<file path="src/hw/core_tap_pkg.sv">
`default_nettype none

package core_tap_pkg;

    // Core bus widths
    localparam int unsigned WORD_W    = 32;
    localparam int unsigned ADDR_W    = 32;
    localparam int unsigned REG_IDX_W = 5;
    localparam int unsigned HAZARD_W  = 16;

    // Architectural register count
    localparam int unsigned NUM_REGS   = 32;
    // Bytes in one data word
    localparam int unsigned WORD_BYTES = 4;

    // Data word, byte address, register index
    typedef logic [WORD_W-1:0]    word_t;
    typedef logic [ADDR_W-1:0]    addr_t;
    typedef logic [REG_IDX_W-1:0] reg_idx_t;

    // Raw hazard unit status
    typedef logic [HAZARD_W-1:0]  hazard_t;

endpackage

`default_nettype wire

</file>
<file path="src/hw/dump_proto_pkg.sv">
`default_nettype none

package dump_proto_pkg;

    // UART symbol width
    localparam int unsigned BYTE_W = 8;

    typedef logic [BYTE_W-1:0] byte_t;
    // Byte lane inside a word, 0 is least significant
    typedef logic [1:0]        byte_idx_t;
    // Word index inside the pipeline snapshot
    typedef logic [1:0]        pipe_idx_t;

    // First byte of every dump
    localparam byte_t DUMP_ALERT = 8'hDA;
    // Hazard word plus the three IF/ID fields
    localparam int unsigned PIPE_WORDS = 4;

    // Dump sections in stream order
    typedef enum logic [2:0] {
        IDLE,
        HEADER,
        REGS,
        PIPE,
        MEM_MIN,
        MEM_MAX,
        MEM_DATA,
        DONE
    } dump_state_t;

endpackage

`default_nettype wire

</file>
<file path="src/hw/pipe_snapshot_mux.sv">
`timescale 1ns/1ps
`default_nettype none

module pipe_snapshot_mux (
    // Snapshot word select from the sequencer
    input  wire dump_proto_pkg::pipe_idx_t pipe_idx_i,

    // Core pipeline taps
    input  wire core_tap_pkg::hazard_t     hazard_status_i,
    input  wire core_tap_pkg::word_t       if_id_pc_i,
    input  wire core_tap_pkg::word_t       if_id_instr_i,
    input  wire core_tap_pkg::word_t       if_id_pc4_i,

    // Selected snapshot word
    output core_tap_pkg::word_t            pipe_word_o
);

    // Hazard status widened to a full word, upper bits zero
    core_tap_pkg::word_t hazard_word;

    assign hazard_word = core_tap_pkg::word_t'(hazard_status_i);

    // ------------------------------------------------
    // Snapshot word map
    // ------------------------------------------------
    always_comb begin
        case (pipe_idx_i)
            // Word 0, hazard status
            2'd0: pipe_word_o = hazard_word;
            // Words 1 to 3, IF/ID register fields
            2'd1: pipe_word_o = if_id_pc_i;
            2'd2: pipe_word_o = if_id_instr_i;
            2'd3: pipe_word_o = if_id_pc4_i;
            default: pipe_word_o = '0;
        endcase
    end

endmodule

`default_nettype wire

</file>
<file path="src/hw/byte_serializer.sv">
`timescale 1ns/1ps
`default_nettype none

module byte_serializer (
    input  wire logic                   clk_i,
    input  wire logic                   rst_ni,

    // Word strobe from the sequencer
    input  wire logic                   word_valid_i,
    input  wire core_tap_pkg::word_t    word_i,

    // UART transmit side
    output dump_proto_pkg::byte_t       tx_data_o,
    output logic                        tx_start_o,
    input  wire logic                   tx_done_i,

    // One-cycle pulse once the last byte is acknowledged
    output logic                        word_done_o
);

    // Word being shifted out
    core_tap_pkg::word_t       word_q;
    // Current byte lane
    dump_proto_pkg::byte_idx_t byte_idx_q;
    // A byte is out on the UART and not yet acknowledged
    logic                      waiting_q;
    logic                      last_byte;

    assign last_byte = (byte_idx_q == dump_proto_pkg::byte_idx_t'(core_tap_pkg::WORD_BYTES - 1));

    // Little-endian lane select
    assign tx_data_o = word_q[{byte_idx_q, 3'b000} +: 8];

    // ------------------------------------------------
    // Word capture
    // ------------------------------------------------
    always_ff @(posedge clk_i) begin
        if (word_valid_i) begin
            word_q <= word_i;
        end
    end

    // ------------------------------------------------
    // Byte handshake
    // ------------------------------------------------
    always_ff @(posedge clk_i or negedge rst_ni) begin
        if (!rst_ni) begin
            byte_idx_q  <= '0;
            waiting_q   <= 1'b0;
            tx_start_o  <= 1'b0;
            word_done_o <= 1'b0;
        end else begin
            // Strobes last a single cycle
            tx_start_o  <= 1'b0;
            word_done_o <= 1'b0;
            if (word_valid_i) begin
                // New word, start with byte 0 on the next cycle
                byte_idx_q <= '0;
                waiting_q  <= 1'b1;
                tx_start_o <= 1'b1;
            end else if (waiting_q && tx_done_i) begin
                if (last_byte) begin
                    waiting_q   <= 1'b0;
                    word_done_o <= 1'b1;
                end else begin
                    // Next lane goes out right after the ack
                    byte_idx_q <= byte_idx_q + 2'd1;
                    tx_start_o <= 1'b1;
                end
            end
            // Stray tx_done_i with nothing outstanding falls through
        end
    end

endmodule

`default_nettype wire

</file>
<file path="src/hw/dump_sequencer.sv">
`timescale 1ns/1ps
`default_nettype none

module dump_sequencer (
    input  wire logic                    clk_i,
    input  wire logic                    rst_ni,

    // Dump request from the debug side
    input  wire logic                    dump_trigger_i,

    // Serializer handshake
    input  wire logic                    word_done_i,
    output logic                         word_valid_o,
    output core_tap_pkg::word_t          word_o,

    // Register file debug port
    output core_tap_pkg::reg_idx_t       rf_dbg_addr_o,
    input  wire core_tap_pkg::word_t     rf_dbg_data_i,

    // Pipeline snapshot select
    output dump_proto_pkg::pipe_idx_t    pipe_idx_o,
    input  wire core_tap_pkg::word_t     pipe_word_i,

    // Data memory port
    output core_tap_pkg::addr_t          dmem_addr_o,
    input  wire core_tap_pkg::word_t     dmem_data_i,
    output logic                         dump_needs_mem_o,

    // Memory range bounds
    input  wire core_tap_pkg::addr_t     min_addr_i,
    input  wire core_tap_pkg::addr_t     max_addr_i,

    output logic                         dump_done_o
);

    dump_proto_pkg::dump_state_t state_q;

    // Range bounds frozen for the whole dump
    core_tap_pkg::addr_t min_q;
    core_tap_pkg::addr_t max_q;

    logic start_dump;
    logic last_reg;
    logic last_pipe;
    logic last_mem;

    assign start_dump = (state_q == dump_proto_pkg::IDLE) && dump_trigger_i;
    assign last_reg   = (rf_dbg_addr_o == core_tap_pkg::reg_idx_t'(core_tap_pkg::NUM_REGS - 1));
    assign last_pipe  = (pipe_idx_o == dump_proto_pkg::pipe_idx_t'(dump_proto_pkg::PIPE_WORDS - 1));
    // Stop once the address reaches max, so min > max still sends one word
    assign last_mem   = (dmem_addr_o >= max_q);

    // ------------------------------------------------
    // Range latch
    // ------------------------------------------------
    always_ff @(posedge clk_i) begin
        if (start_dump) begin
            min_q <= min_addr_i;
            max_q <= max_addr_i;
        end
    end

    // ------------------------------------------------
    // Section walk
    // ------------------------------------------------
    always_ff @(posedge clk_i or negedge rst_ni) begin
        if (!rst_ni) begin
            state_q       <= dump_proto_pkg::IDLE;
            word_valid_o  <= 1'b0;
            rf_dbg_addr_o <= '0;
            pipe_idx_o    <= '0;
            dmem_addr_o   <= '0;
        end else begin
            word_valid_o <= 1'b0;
            case (state_q)
                dump_proto_pkg::IDLE: begin
                    if (dump_trigger_i) begin
                        // Header goes out on the next cycle
                        state_q       <= dump_proto_pkg::HEADER;
                        word_valid_o  <= 1'b1;
                        rf_dbg_addr_o <= '0;
                        pipe_idx_o    <= '0;
                        dmem_addr_o   <= min_addr_i;
                    end
                end
                dump_proto_pkg::HEADER: begin
                    if (word_done_i) begin
                        state_q      <= dump_proto_pkg::REGS;
                        word_valid_o <= 1'b1;
                    end
                end
                dump_proto_pkg::REGS: begin
                    if (word_done_i) begin
                        word_valid_o <= 1'b1;
                        if (last_reg) begin
                            state_q <= dump_proto_pkg::PIPE;
                        end else begin
                            rf_dbg_addr_o <= rf_dbg_addr_o + core_tap_pkg::reg_idx_t'(1);
                        end
                    end
                end
                dump_proto_pkg::PIPE: begin
                    if (word_done_i) begin
                        word_valid_o <= 1'b1;
                        if (last_pipe) begin
                            state_q <= dump_proto_pkg::MEM_MIN;
                        end else begin
                            pipe_idx_o <= pipe_idx_o + dump_proto_pkg::pipe_idx_t'(1);
                        end
                    end
                end
                dump_proto_pkg::MEM_MIN: begin
                    if (word_done_i) begin
                        state_q      <= dump_proto_pkg::MEM_MAX;
                        word_valid_o <= 1'b1;
                    end
                end
                dump_proto_pkg::MEM_MAX: begin
                    // Memory address already sits at min
                    if (word_done_i) begin
                        state_q      <= dump_proto_pkg::MEM_DATA;
                        word_valid_o <= 1'b1;
                    end
                end
                dump_proto_pkg::MEM_DATA: begin
                    if (word_done_i) begin
                        if (last_mem) begin
                            state_q <= dump_proto_pkg::DONE;
                        end else begin
                            dmem_addr_o  <= dmem_addr_o + core_tap_pkg::addr_t'(core_tap_pkg::WORD_BYTES);
                            word_valid_o <= 1'b1;
                        end
                    end
                end
                dump_proto_pkg::DONE: begin
                    // Hold until the trigger is released
                    if (!dump_trigger_i) begin
                        state_q <= dump_proto_pkg::IDLE;
                    end
                end
                default: state_q <= dump_proto_pkg::IDLE;
            endcase
        end
    end

    // ------------------------------------------------
    // Outgoing word select
    // ------------------------------------------------
    always_comb begin
        case (state_q)
            // Alert, register count, snapshot size, spare
            dump_proto_pkg::HEADER: word_o = {8'h00,
                                              dump_proto_pkg::byte_t'(dump_proto_pkg::PIPE_WORDS),
                                              dump_proto_pkg::byte_t'(core_tap_pkg::NUM_REGS),
                                              dump_proto_pkg::DUMP_ALERT};
            dump_proto_pkg::REGS:     word_o = rf_dbg_data_i;
            dump_proto_pkg::PIPE:     word_o = pipe_word_i;
            dump_proto_pkg::MEM_MIN:  word_o = min_q;
            dump_proto_pkg::MEM_MAX:  word_o = max_q;
            dump_proto_pkg::MEM_DATA: word_o = dmem_data_i;
            default:                  word_o = '0;
        endcase
    end

    // Memory bus request covers the whole memory section
    assign dump_needs_mem_o = (state_q == dump_proto_pkg::MEM_MIN) ||
                              (state_q == dump_proto_pkg::MEM_MAX) ||
                              (state_q == dump_proto_pkg::MEM_DATA);

    assign dump_done_o = (state_q == dump_proto_pkg::DONE);

endmodule

`default_nettype wire

</file>
<file path="src/hw/dump_unit.sv">
`timescale 1ns/1ps
`default_nettype none

module dump_unit (
    input  wire logic                   clk_i,
    input  wire logic                   rst_ni,

    // Debug control
    input  wire logic                   dump_trigger_i,
    output logic                        dump_done_o,

    // UART transmit port
    output dump_proto_pkg::byte_t       tx_data_o,
    output logic                        tx_start_o,
    input  wire logic                   tx_done_i,

    // Register file debug port
    output core_tap_pkg::reg_idx_t      rf_dbg_addr_o,
    input  wire core_tap_pkg::word_t    rf_dbg_data_i,

    // Pipeline taps
    input  wire core_tap_pkg::hazard_t  hazard_status_i,
    input  wire core_tap_pkg::word_t    if_id_pc_i,
    input  wire core_tap_pkg::word_t    if_id_instr_i,
    input  wire core_tap_pkg::word_t    if_id_pc4_i,

    // Data memory port and dump range
    output logic                        dump_needs_mem_o,
    output core_tap_pkg::addr_t         dmem_addr_o,
    input  wire core_tap_pkg::word_t    dmem_data_i,
    input  wire core_tap_pkg::addr_t    min_addr_i,
    input  wire core_tap_pkg::addr_t    max_addr_i
);

    // Sequencer to serializer
    logic                      word_valid;
    core_tap_pkg::word_t       word;
    logic                      word_done;

    // Sequencer to snapshot mux
    dump_proto_pkg::pipe_idx_t pipe_idx;
    core_tap_pkg::word_t       pipe_word;

    dump_sequencer u_dump_sequencer (
        .clk_i            (clk_i),
        .rst_ni           (rst_ni),
        .dump_trigger_i   (dump_trigger_i),
        .word_done_i      (word_done),
        .word_valid_o     (word_valid),
        .word_o           (word),
        .rf_dbg_addr_o    (rf_dbg_addr_o),
        .rf_dbg_data_i    (rf_dbg_data_i),
        .pipe_idx_o       (pipe_idx),
        .pipe_word_i      (pipe_word),
        .dmem_addr_o      (dmem_addr_o),
        .dmem_data_i      (dmem_data_i),
        .dump_needs_mem_o (dump_needs_mem_o),
        .min_addr_i       (min_addr_i),
        .max_addr_i       (max_addr_i),
        .dump_done_o      (dump_done_o)
    );

    pipe_snapshot_mux u_pipe_snapshot_mux (
        .pipe_idx_i      (pipe_idx),
        .hazard_status_i (hazard_status_i),
        .if_id_pc_i      (if_id_pc_i),
        .if_id_instr_i   (if_id_instr_i),
        .if_id_pc4_i     (if_id_pc4_i),
        .pipe_word_o     (pipe_word)
    );

    byte_serializer u_byte_serializer (
        .clk_i        (clk_i),
        .rst_ni       (rst_ni),
        .word_valid_i (word_valid),
        .word_i       (word),
        .tx_data_o    (tx_data_o),
        .tx_start_o   (tx_start_o),
        .tx_done_i    (tx_done_i),
        .word_done_o  (word_done)
    );

endmodule

`default_nettype wire

</file>
<file path="config.mk">
export PLATFORM = sky130hd
export DESIGN_NAME = dump_unit
export DESIGN_NICKNAME = d
export VERILOG_FILES = /design/src/hw/core_tap_pkg.sv /design/src/hw/dump_proto_pkg.sv /design/src/hw/pipe_snapshot_mux.sv /design/src/hw/byte_serializer.sv /design/src/hw/dump_sequencer.sv /design/src/hw/dump_unit.sv
export SDC_FILE = /design/constraint.sdc
export NUM_CORES = 1
export LEC_CHECK = 0
export ABC_AREA = 1
export BUFFER_PORTS_ARGS = -buffer_cell sky130_fd_sc_hd__buf_2
export CELL_PAD_IN_SITES_DETAIL_PLACEMENT = 1
export CELL_PAD_IN_SITES_GLOBAL_PLACEMENT = 2
export CORE_MARGIN = 2
export CORE_UTILIZATION = 31
export DETAILED_ROUTE_END_ITERATION = 7
export GPL_ROUTABILITY_DRIVEN = 0
export GPL_TIMING_DRIVEN = 0
export PLACE_DENSITY_LB_ADDON = 0.1
export SETUP_SLACK_MARGIN = 0.1
export SYNTH_ARGS = -nofsm -noshare
export SYNTH_HDL_FRONTEND = slang
export SYNTH_HIERARCHICAL = 1
export SYNTH_SLANG_ARGS = --single-unit
</file>
<file path="constraint.sdc">
create_clock -name clk_i -period 13.8 [get_ports clk_i]
set_clock_uncertainty 0.2 [all_clocks]
set_input_delay 0.69 -clock clk_i [delete_from_list [all_inputs] [get_ports clk_i]]
set_output_delay 0.69 -clock clk_i [all_outputs]
set_load 0.02 [all_outputs]
</file>
==> out/metrics.yaml, run 1 <==
run_status:
  status: "finished clean"
routing:
  wl_per_cell_um: 21.3
  drt-pass1-iter-count: 5
  ant_nets: 0
  drcViolationCount: 0
  drt_iter0_drc: 644
  drt-vias-per-instance: 4.98
  vias: 9445
  routed_wl_mm: 40.4
yosys:
  syn_area_um2: 9330
  synthArstFlopShare: 0.333
  synth-edff-count: 96
  synth_top_area_frac: 0.309
  synth.most_common_cell: "nand2_1"
  netlist_instances: 1178
  yosysTopAreaCell: "edfxtp_1"
  yosysSeqAreaShare: 0.438
  ys_top_cells_by_count: "430 x nand2_1, 149 x nand3_1, 106 x inv_1, 96 x edfxtp_1, 58 x nor2_1"
  synth_area_per_cell_um2: 7.92
  syn_nets: 1462
  synth_ff_type: "edfxtp_1"
  yosys_warnings: 6
  ys_ff_latch: 144
  synth.area.top_cells: "edfxtp_1 31%, nand2_1 17%, dfrtp_1 13%"
  ys_types: 40
timing:
  timing.final.ws_setup_ns: 11.09
  tightest_slew_ns: 0.885
  fin_crit_sh: 0.196
  hold_ws_ns: 0.125
  fmax_mhz: 369
  setup_viol: 0
  drv_slew: 0
  hold_viol_final: 0
  setup_tns_ns: 0
  relSlewSlack: 0.410
  fin_crit_ns: 2.71
  rsz0062_at_grt: "false"
power:
  p_leak_nw: 5.86
  power_density_nw_per_um2: 207
  ir_drop_uv: 82.4
  finalPower_mw: 2.47
critical_path:
  crit_type: "reg -> out"
  rrSetupSlack_ns: 11.24
  cp-end-kind: "output pin"
  required_ns: 12.91
  start_kind: "register"
  cp_max_fo: 8
  cp.arrival_ns: 1.82
  rr_worst_depth: 6
die:
  coreArea_um2: 29600
  start_util: 0.315
  die_w_um: 178
  placementRows: 63
  die_y_um: 178
  die-area_um2: 31500
  pin_count: 292
placed_design:
  post-dp-hpwl_mm: 32.8
  post_dp_cell_area_um2: 11300
  dp_slack_ns: 11.27
  place_inst: 1861
  port_buffers: 291
clocking:
  cts_buffer_depth: 2
  insertion_delay_ns: 0.44
  hold_buffers: 0
  cts_tree: "yes"
  root_buffer: "clkbuf_16"
  cts.repair.resized: 0
  clock_sink_count: 144
  cts_setup_buffers: 0
  cts_max_level: 4
  cts.clk_slew.worst_paths_ns: 0.07
  cts_buffers: 17
cells_and_area:
  final_cells: 1896
  syn_to_final_growth_pct: 28.2
  fillers: 3697
  drive_gt1_frac: 0.277
  stdcell_area_um2: 12000
  fin_nets: 1774
  final_util: 0.404
global_routing:
  grt_pass1_wl_mm: 58.7
  grt_max_degree: 49
  grt-ovfl-total: 0
  antenna_found_initial: 3
  grtUsageTotal: 0.255
  grt_pass1_vias: 9625
hold_path:
  hold_path_class: "in -> async"
run:
  drv_cap: 0
## metal layers
layer | part of all wire | vias up | track usage
met4 | 0.021 | 0 | 0.0741
met2 | 0.49 | 237 | 0.438
met1 | 0.45 | 4598 | 0.335
li1 | - | 4561 | -
met5 | 0 | - | 0
met3 | 0.043 | 49 | 0.0319
## state kept, by name, indices dropped and copies added (netlist names)
register	count
u_dump_sequencer/word_valid_o	1
u_dump_sequencer/min_q	32
u_byte_serializer/word_q	32
u_dump_sequencer/rf_dbg_addr_o	5
u_dump_sequencer/dmem_addr_o	32
u_byte_serializer/waiting_q	1
u_dump_sequencer/max_q	32
u_dump_sequencer/pipe_idx_o	2
u_byte_serializer/byte_idx_q	2
u_byte_serializer/tx_start_o	1
u_dump_sequencer/state_q	3
u_byte_serializer/word_done_o	1
## cells by family after synthesis
group | after synthesis | share of synthesized area
XOR/XNOR | 19 | 0.0178
adder cells (fa/ha/maj) | 40 | 0.0536
AO/OA/AOI/OAI | 102 | 0.0740
AND/OR/NAND/NOR | 703 | 0.332
buffers and inverters | 170 | 0.0847
flip-flops | 144 | 0.438
## path summary, 6_finish.rpt
path | start | to
min in group clk_i | max_addr_i[31] | u_dump_sequencer/max_q[31]$_DFFE_PP_
worst max-delay path | u_dump_sequencer/state_q[1]$_DFFE_PN0P_ | dump_needs_mem_o
worst max register to register | u_dump_sequencer/state_q[1]$_DFFE_PN0P_ | u_dump_sequencer/max_q[12]$_DFFE_PP_
worst min register to register | u_dump_sequencer/rf_dbg_addr_o[4]$_DFFE_PN0P_ | u_dump_sequencer/rf_dbg_addr_o[4]$_DFFE_PN0P_
max in group asynchronous | rst_ni | u_dump_sequencer/word_valid_o$_DFF_PN0_
worst min-delay path | rst_ni | u_dump_sequencer/dmem_addr_o[0]$_DFFE_PN0P_
## placed cells by master, fill, tap and decap left out, types with 4 or more instances in the layout
| cell | n |
|---|---|
| inv_4 | 4 |
| o21ai_1 | 18 |
| edfxtp_1 | 96 |
| inv_2 | 10 |
| nand4_1 | 25 |
| ha_1 | 40 |
| buf_2 | 320 |
| dfrtp_1 | 47 |
| xor2_1 | 13 |
| a22o_1 | 7 |
| buf_4 | 6 |
| nand2_2 | 5 |
| xnor2_1 | 6 |
| nor2_2 | 6 |
| o21ai_0 | 12 |
| nor2_1 | 57 |
| nor3_1 | 8 |
| buf_6 | 11 |
| a221o_1 | 15 |
| inv_1 | 106 |
| inv_6 | 7 |
| nor2_4 | 5 |
| o211ai_1 | 8 |
| clkbuf_16 | 17 |
| a221oi_1 | 11 |
| nand3_1 | 149 |
| a21oi_1 | 24 |
| nand2_1 | 430 |
## power by group
group	switching [mW]	internal [mW]
clock	0.211	0.291
combinational	0.766	0.401
sequential	0.165	0.637
total	1.14	1.33
## layout make-up
type,instances,area [um2],area share
inverter,120,460,0.0385
timing repair buffer,293,1510,0.126
clock buffer,17,425,0.0356
antenna,3,7.51,0.000628
multi-input combinational,864,4470,0.373
sequential,144,4090,0.342
buffer,50,330,0.0276
tap,390,488,0.0408
clock inverter,15,193,0.0161
## critical path, stage by stage (launching register included)
cell and delay [ns]:
dfrtp_1 0.39, buf_4 0.22, inv_2 0.07, ha_1 0.21
or2_2 0.31, buf_2 0.18
Note: power is estimated with default switching activity, not from simulation.
==> run 2: changes to the inputs <==
--- a/config.mk
+++ b/config.mk
@@ -5,12 +5,12 @@
 export SDC_FILE = /design/constraint.sdc
 export NUM_CORES = 1
 export LEC_CHECK = 0
-export ABC_AREA = 1
+export ABC_AREA = 0
 export BUFFER_PORTS_ARGS = -buffer_cell sky130_fd_sc_hd__buf_2
 export CELL_PAD_IN_SITES_DETAIL_PLACEMENT = 1
 export CELL_PAD_IN_SITES_GLOBAL_PLACEMENT = 2
 export CORE_MARGIN = 2
-export CORE_UTILIZATION = 31
+export CORE_UTILIZATION = 29
 export DETAILED_ROUTE_END_ITERATION = 7
 export GPL_ROUTABILITY_DRIVEN = 0
 export GPL_TIMING_DRIVEN = 0
==> constraint.sdc (replaced) <==
create_clock -name clk_i -period 2.4 [get_ports clk_i]
set_clock_uncertainty 0.2 [all_clocks]
set_input_delay 0.12 -clock clk_i [delete_from_list [all_inputs] [get_ports clk_i]]
set_output_delay 0.12 -clock clk_i [all_outputs]
set_load 0.02 [all_outputs]
==> run 2 against run 1 <==
- the flow now finishes with violations (setup timing)
- combinational power rose by 9%
- clock power rose to 5.2 times the previous value
- routed wire length fell by 0.58%
- hold slack got worse by 0.11 ns
- power rose to 2.7 times the previous value
- die area rose by 0.87%
- core utilization rose by 3.4 points
- largest cell class unchanged
- highest routed layer unchanged
- clock-buffer cell count rose by 1
- critical path depth rose by 3
- register-to-register slack got worse by 12 ns
==> out/metrics.yaml, run 2 <==
timing:
  fin_crit_sh: 1.15
  rsz0062_at_grt: "true"
  drv_slew: 0
  setup_viol: 33
  hold_viol_final: 0
  setup_tns_ns: -8.97
  fmax_mhz: 363
  relSlewSlack: 0.417
  timing.final.ws_setup_ns: -0.355
  tightest_slew_ns: 0.874
  fin_crit_ns: 2.75
critical_path:
  start_kind: "register"
  crit_start: "u_dump_sequencer/dmem_addr_o[0]$_DFFE_PN0P_"
  worstReg2RegStart: "u_dump_sequencer/dmem_addr_o[0]$_DFFE_PN0P_"
  cp.arrival_ns: 2.88
  crit_type: "reg -> reg"
  cp_max_fo: 8
  required_ns: 2.52
  cp-end-kind: "register"
global_routing:
  grtUsageMet3: 0.0352
  grt_max_degree: 74
  grtUsageTotal: 0.250
  grtUsageMet2: 0.422
  antenna_found_initial: 2
  grt_most_used_layer: "met2"
  met1_usage: 0.341
  grt-ovfl-total: 0
  grt_pass1_wl_mm: 57.4
  grt_pass1_vias: 8869
hold_path:
  worstHoldStart: "dmem_data_i[28]"
  hold_path_class: "in -> reg"
yosys:
  synth.area.top_cells: "edfxtp_1 33%, dfrtp_1 14%, mux4_2 6.1%"
  syn_area_um2: 8810
  yosysSeqAreaShare: 0.464
  synth_top_area_frac: 0.327
  yosys_warnings: 6
  ys_types: 65
  netlist_instances: 786
  synth_area_per_cell_um2: 11.2
  ys_ff_latch: 144
  ys_top_cells_by_count: "96 x edfxtp_1, 72 x nand2_1, 54 x nor2_1, 51 x a221oi_1, 48 x dfrtp_1"
  syn_nets: 1070
  synth-edff-count: 96
  synthArstFlopShare: 0.333
  synth_ff_type: "edfxtp_1"
  yosysTopAreaCell: "edfxtp_1"
  synth.most_common_cell: "edfxtp_1"
clocking:
  cts_tree: "yes"
  clock_sink_count: 144
  cts_buffer_depth: 2
  cts.clk_slew.worst_paths_ns: 0.07
  cts_buffers: 17
  root_buffer: "clkbuf_16"
  insertion_delay_ns: 0.44
  cts_max_level: 4
cells_and_area:
  stdcell_area_um2: 13000
  drive_gt1_frac: 0.440
  syn_to_final_growth_pct: 48.1
  final_util: 0.438
  fin_nets: 1520
  final_common_cell: "buf_2"
  final_cell_mix: "293 x buf_2, 96 x edfxtp_1, 91 x dlygate4sd3_1"
routing:
  drt-pass1-iter-count: 5
  vias: 8659
  routed_wl_mm: 40.2
  ant_nets: 0
  drt-vias-per-instance: 5.28
  drcViolationCount: 0
  drt_iter0_drc: 655
  wl_per_cell_um: 24.5
placed_design:
  port_buffers: 291
  post_dp_cell_area_um2: 10800
  post-dp-hpwl_mm: 30.4
power:
  finalPower_mw: 6.71
  p_leak_nw: 5.54
  ir_drop_uv: 428
  power_density_nw_per_um2: 514
die:
  placementRows: 63
  pin_count: 292
  coreArea_um2: 29800
  die_y_um: 178
  die-area_um2: 31800
  start_util: 0.296
  die_w_um: 178
run_status:
  violations: "setup timing"
  status: "finished with violations"
run:
  drv_cap: 0
==> run 2: cell types whose count changed in the layout (fill, tap and decap cells not counted), moves of 19 or more <==
cell	previous run	this run
mux2_2	0	33
mux4_2	0	24
buf_4	6	50
a221oi_1	11	51
buf_2	320	293
dfrtp_2	1	20
dfrtp_1	47	28
dlygate4sd3_1	0	91
nand2_1	430	71
inv_1	106	38
nand3_1	149	15
==> run 2: kinds of logic after synthesis <==
group | Yosys count | share of synthesized area
xor gates and xnor gates | 1 | 0.000994
adders and majority gates | 40 | 0.0568
muxes | 78 | 0.133
and+or+nand+nor | 226 | 0.125
DFF | 144 | 0.464
AOI/OAI and AO/OA | 204 | 0.171
buffers and inverters | 93 | 0.0490
==> run 2: through the flow <==
stage	setup WS (ns)	hold slack, ns	instances
final	-0.355	0.0175	1641
after global routing	-0.417	0.0252	1641
after CTS	-0.373	0.00370	1619
after detailed placement	-0.888	0.0986	1467
after global placement	-0.866	0.0975	1467
after floorplan	-0.207	-0.376	786
==> run 2: repair_timing <==
action                     CTS  global route
hold endpoints to repair   162             1
resized for setup           92            34
gates cloned                 1             1
setup buffers               29            18
hold buffers                90             1
pin swaps                   22            10
setup endpoints to repair  134            60
==> run 2: worst max-delay path: stages (launching register included) <==
cell       delay [ns]
dfrtp_2          0.41
inv_2            0.08
ha_4             0.19
nand2b_4         0.16
a2111oi_4        0.35
nor4b_4          0.10
o31a_4           0.40
or4_4            0.54
a32o_1           0.22
==> run 2: layout make-up <==
cell class                 instances  area, um2
clock inverter                    14        131
timing repair buffer             431       2750
clock buffer                      18        429
inverter                          42        159
multi-input combinational        549       4570
tap                              390        488
sequential                       144       4110
fill                            3372      16800
buffer                            51        400
antenna                            2       5.00
==> run 2: worst paths after layout <==
path,endpoint,slack (ns),cells past startpoint
worst min-delay path,u_byte_serializer/word_q[28]$_DFFE_PP_,0.02,4
worst min register to register,u_byte_serializer/waiting_q$_DFFE_PN0P_,0.30,1
worst max register to register,u_dump_sequencer/dmem_addr_o[27]$_DFFE_PN0P_,-0.35,8
max in group asynchronous,u_dump_sequencer/dmem_addr_o[30]$_DFFE_PN0P_,1.33,2
min in group asynchronous,u_dump_sequencer/rf_dbg_addr_o[4]$_DFFE_PN0P_,0.08,2
worst max-delay path,u_dump_sequencer/dmem_addr_o[27]$_DFFE_PN0P_,-0.35,8
==> run 2: power breakdown <==
| group | internal [mW] | switching (mW) | total, mW |
|---|---|---|---|
| registers | 2.74 | 0.0719 | 2.81 |
| logic | 0.668 | 0.598 | 1.27 |
| clock network | 1.45 | 1.18 | 2.62 |
==> run 2: layer usage <==
| metal | vias to the layer above | part of all wire |
|---|---|---|
| met1 | 4330 | 0.44 |
| li1 | 3996 | - |
| met2 | 295 | 0.49 |
| met5 | - | 0 |
| met4 | 0 | 0.015 |
| met3 | 38 | 0.052 |
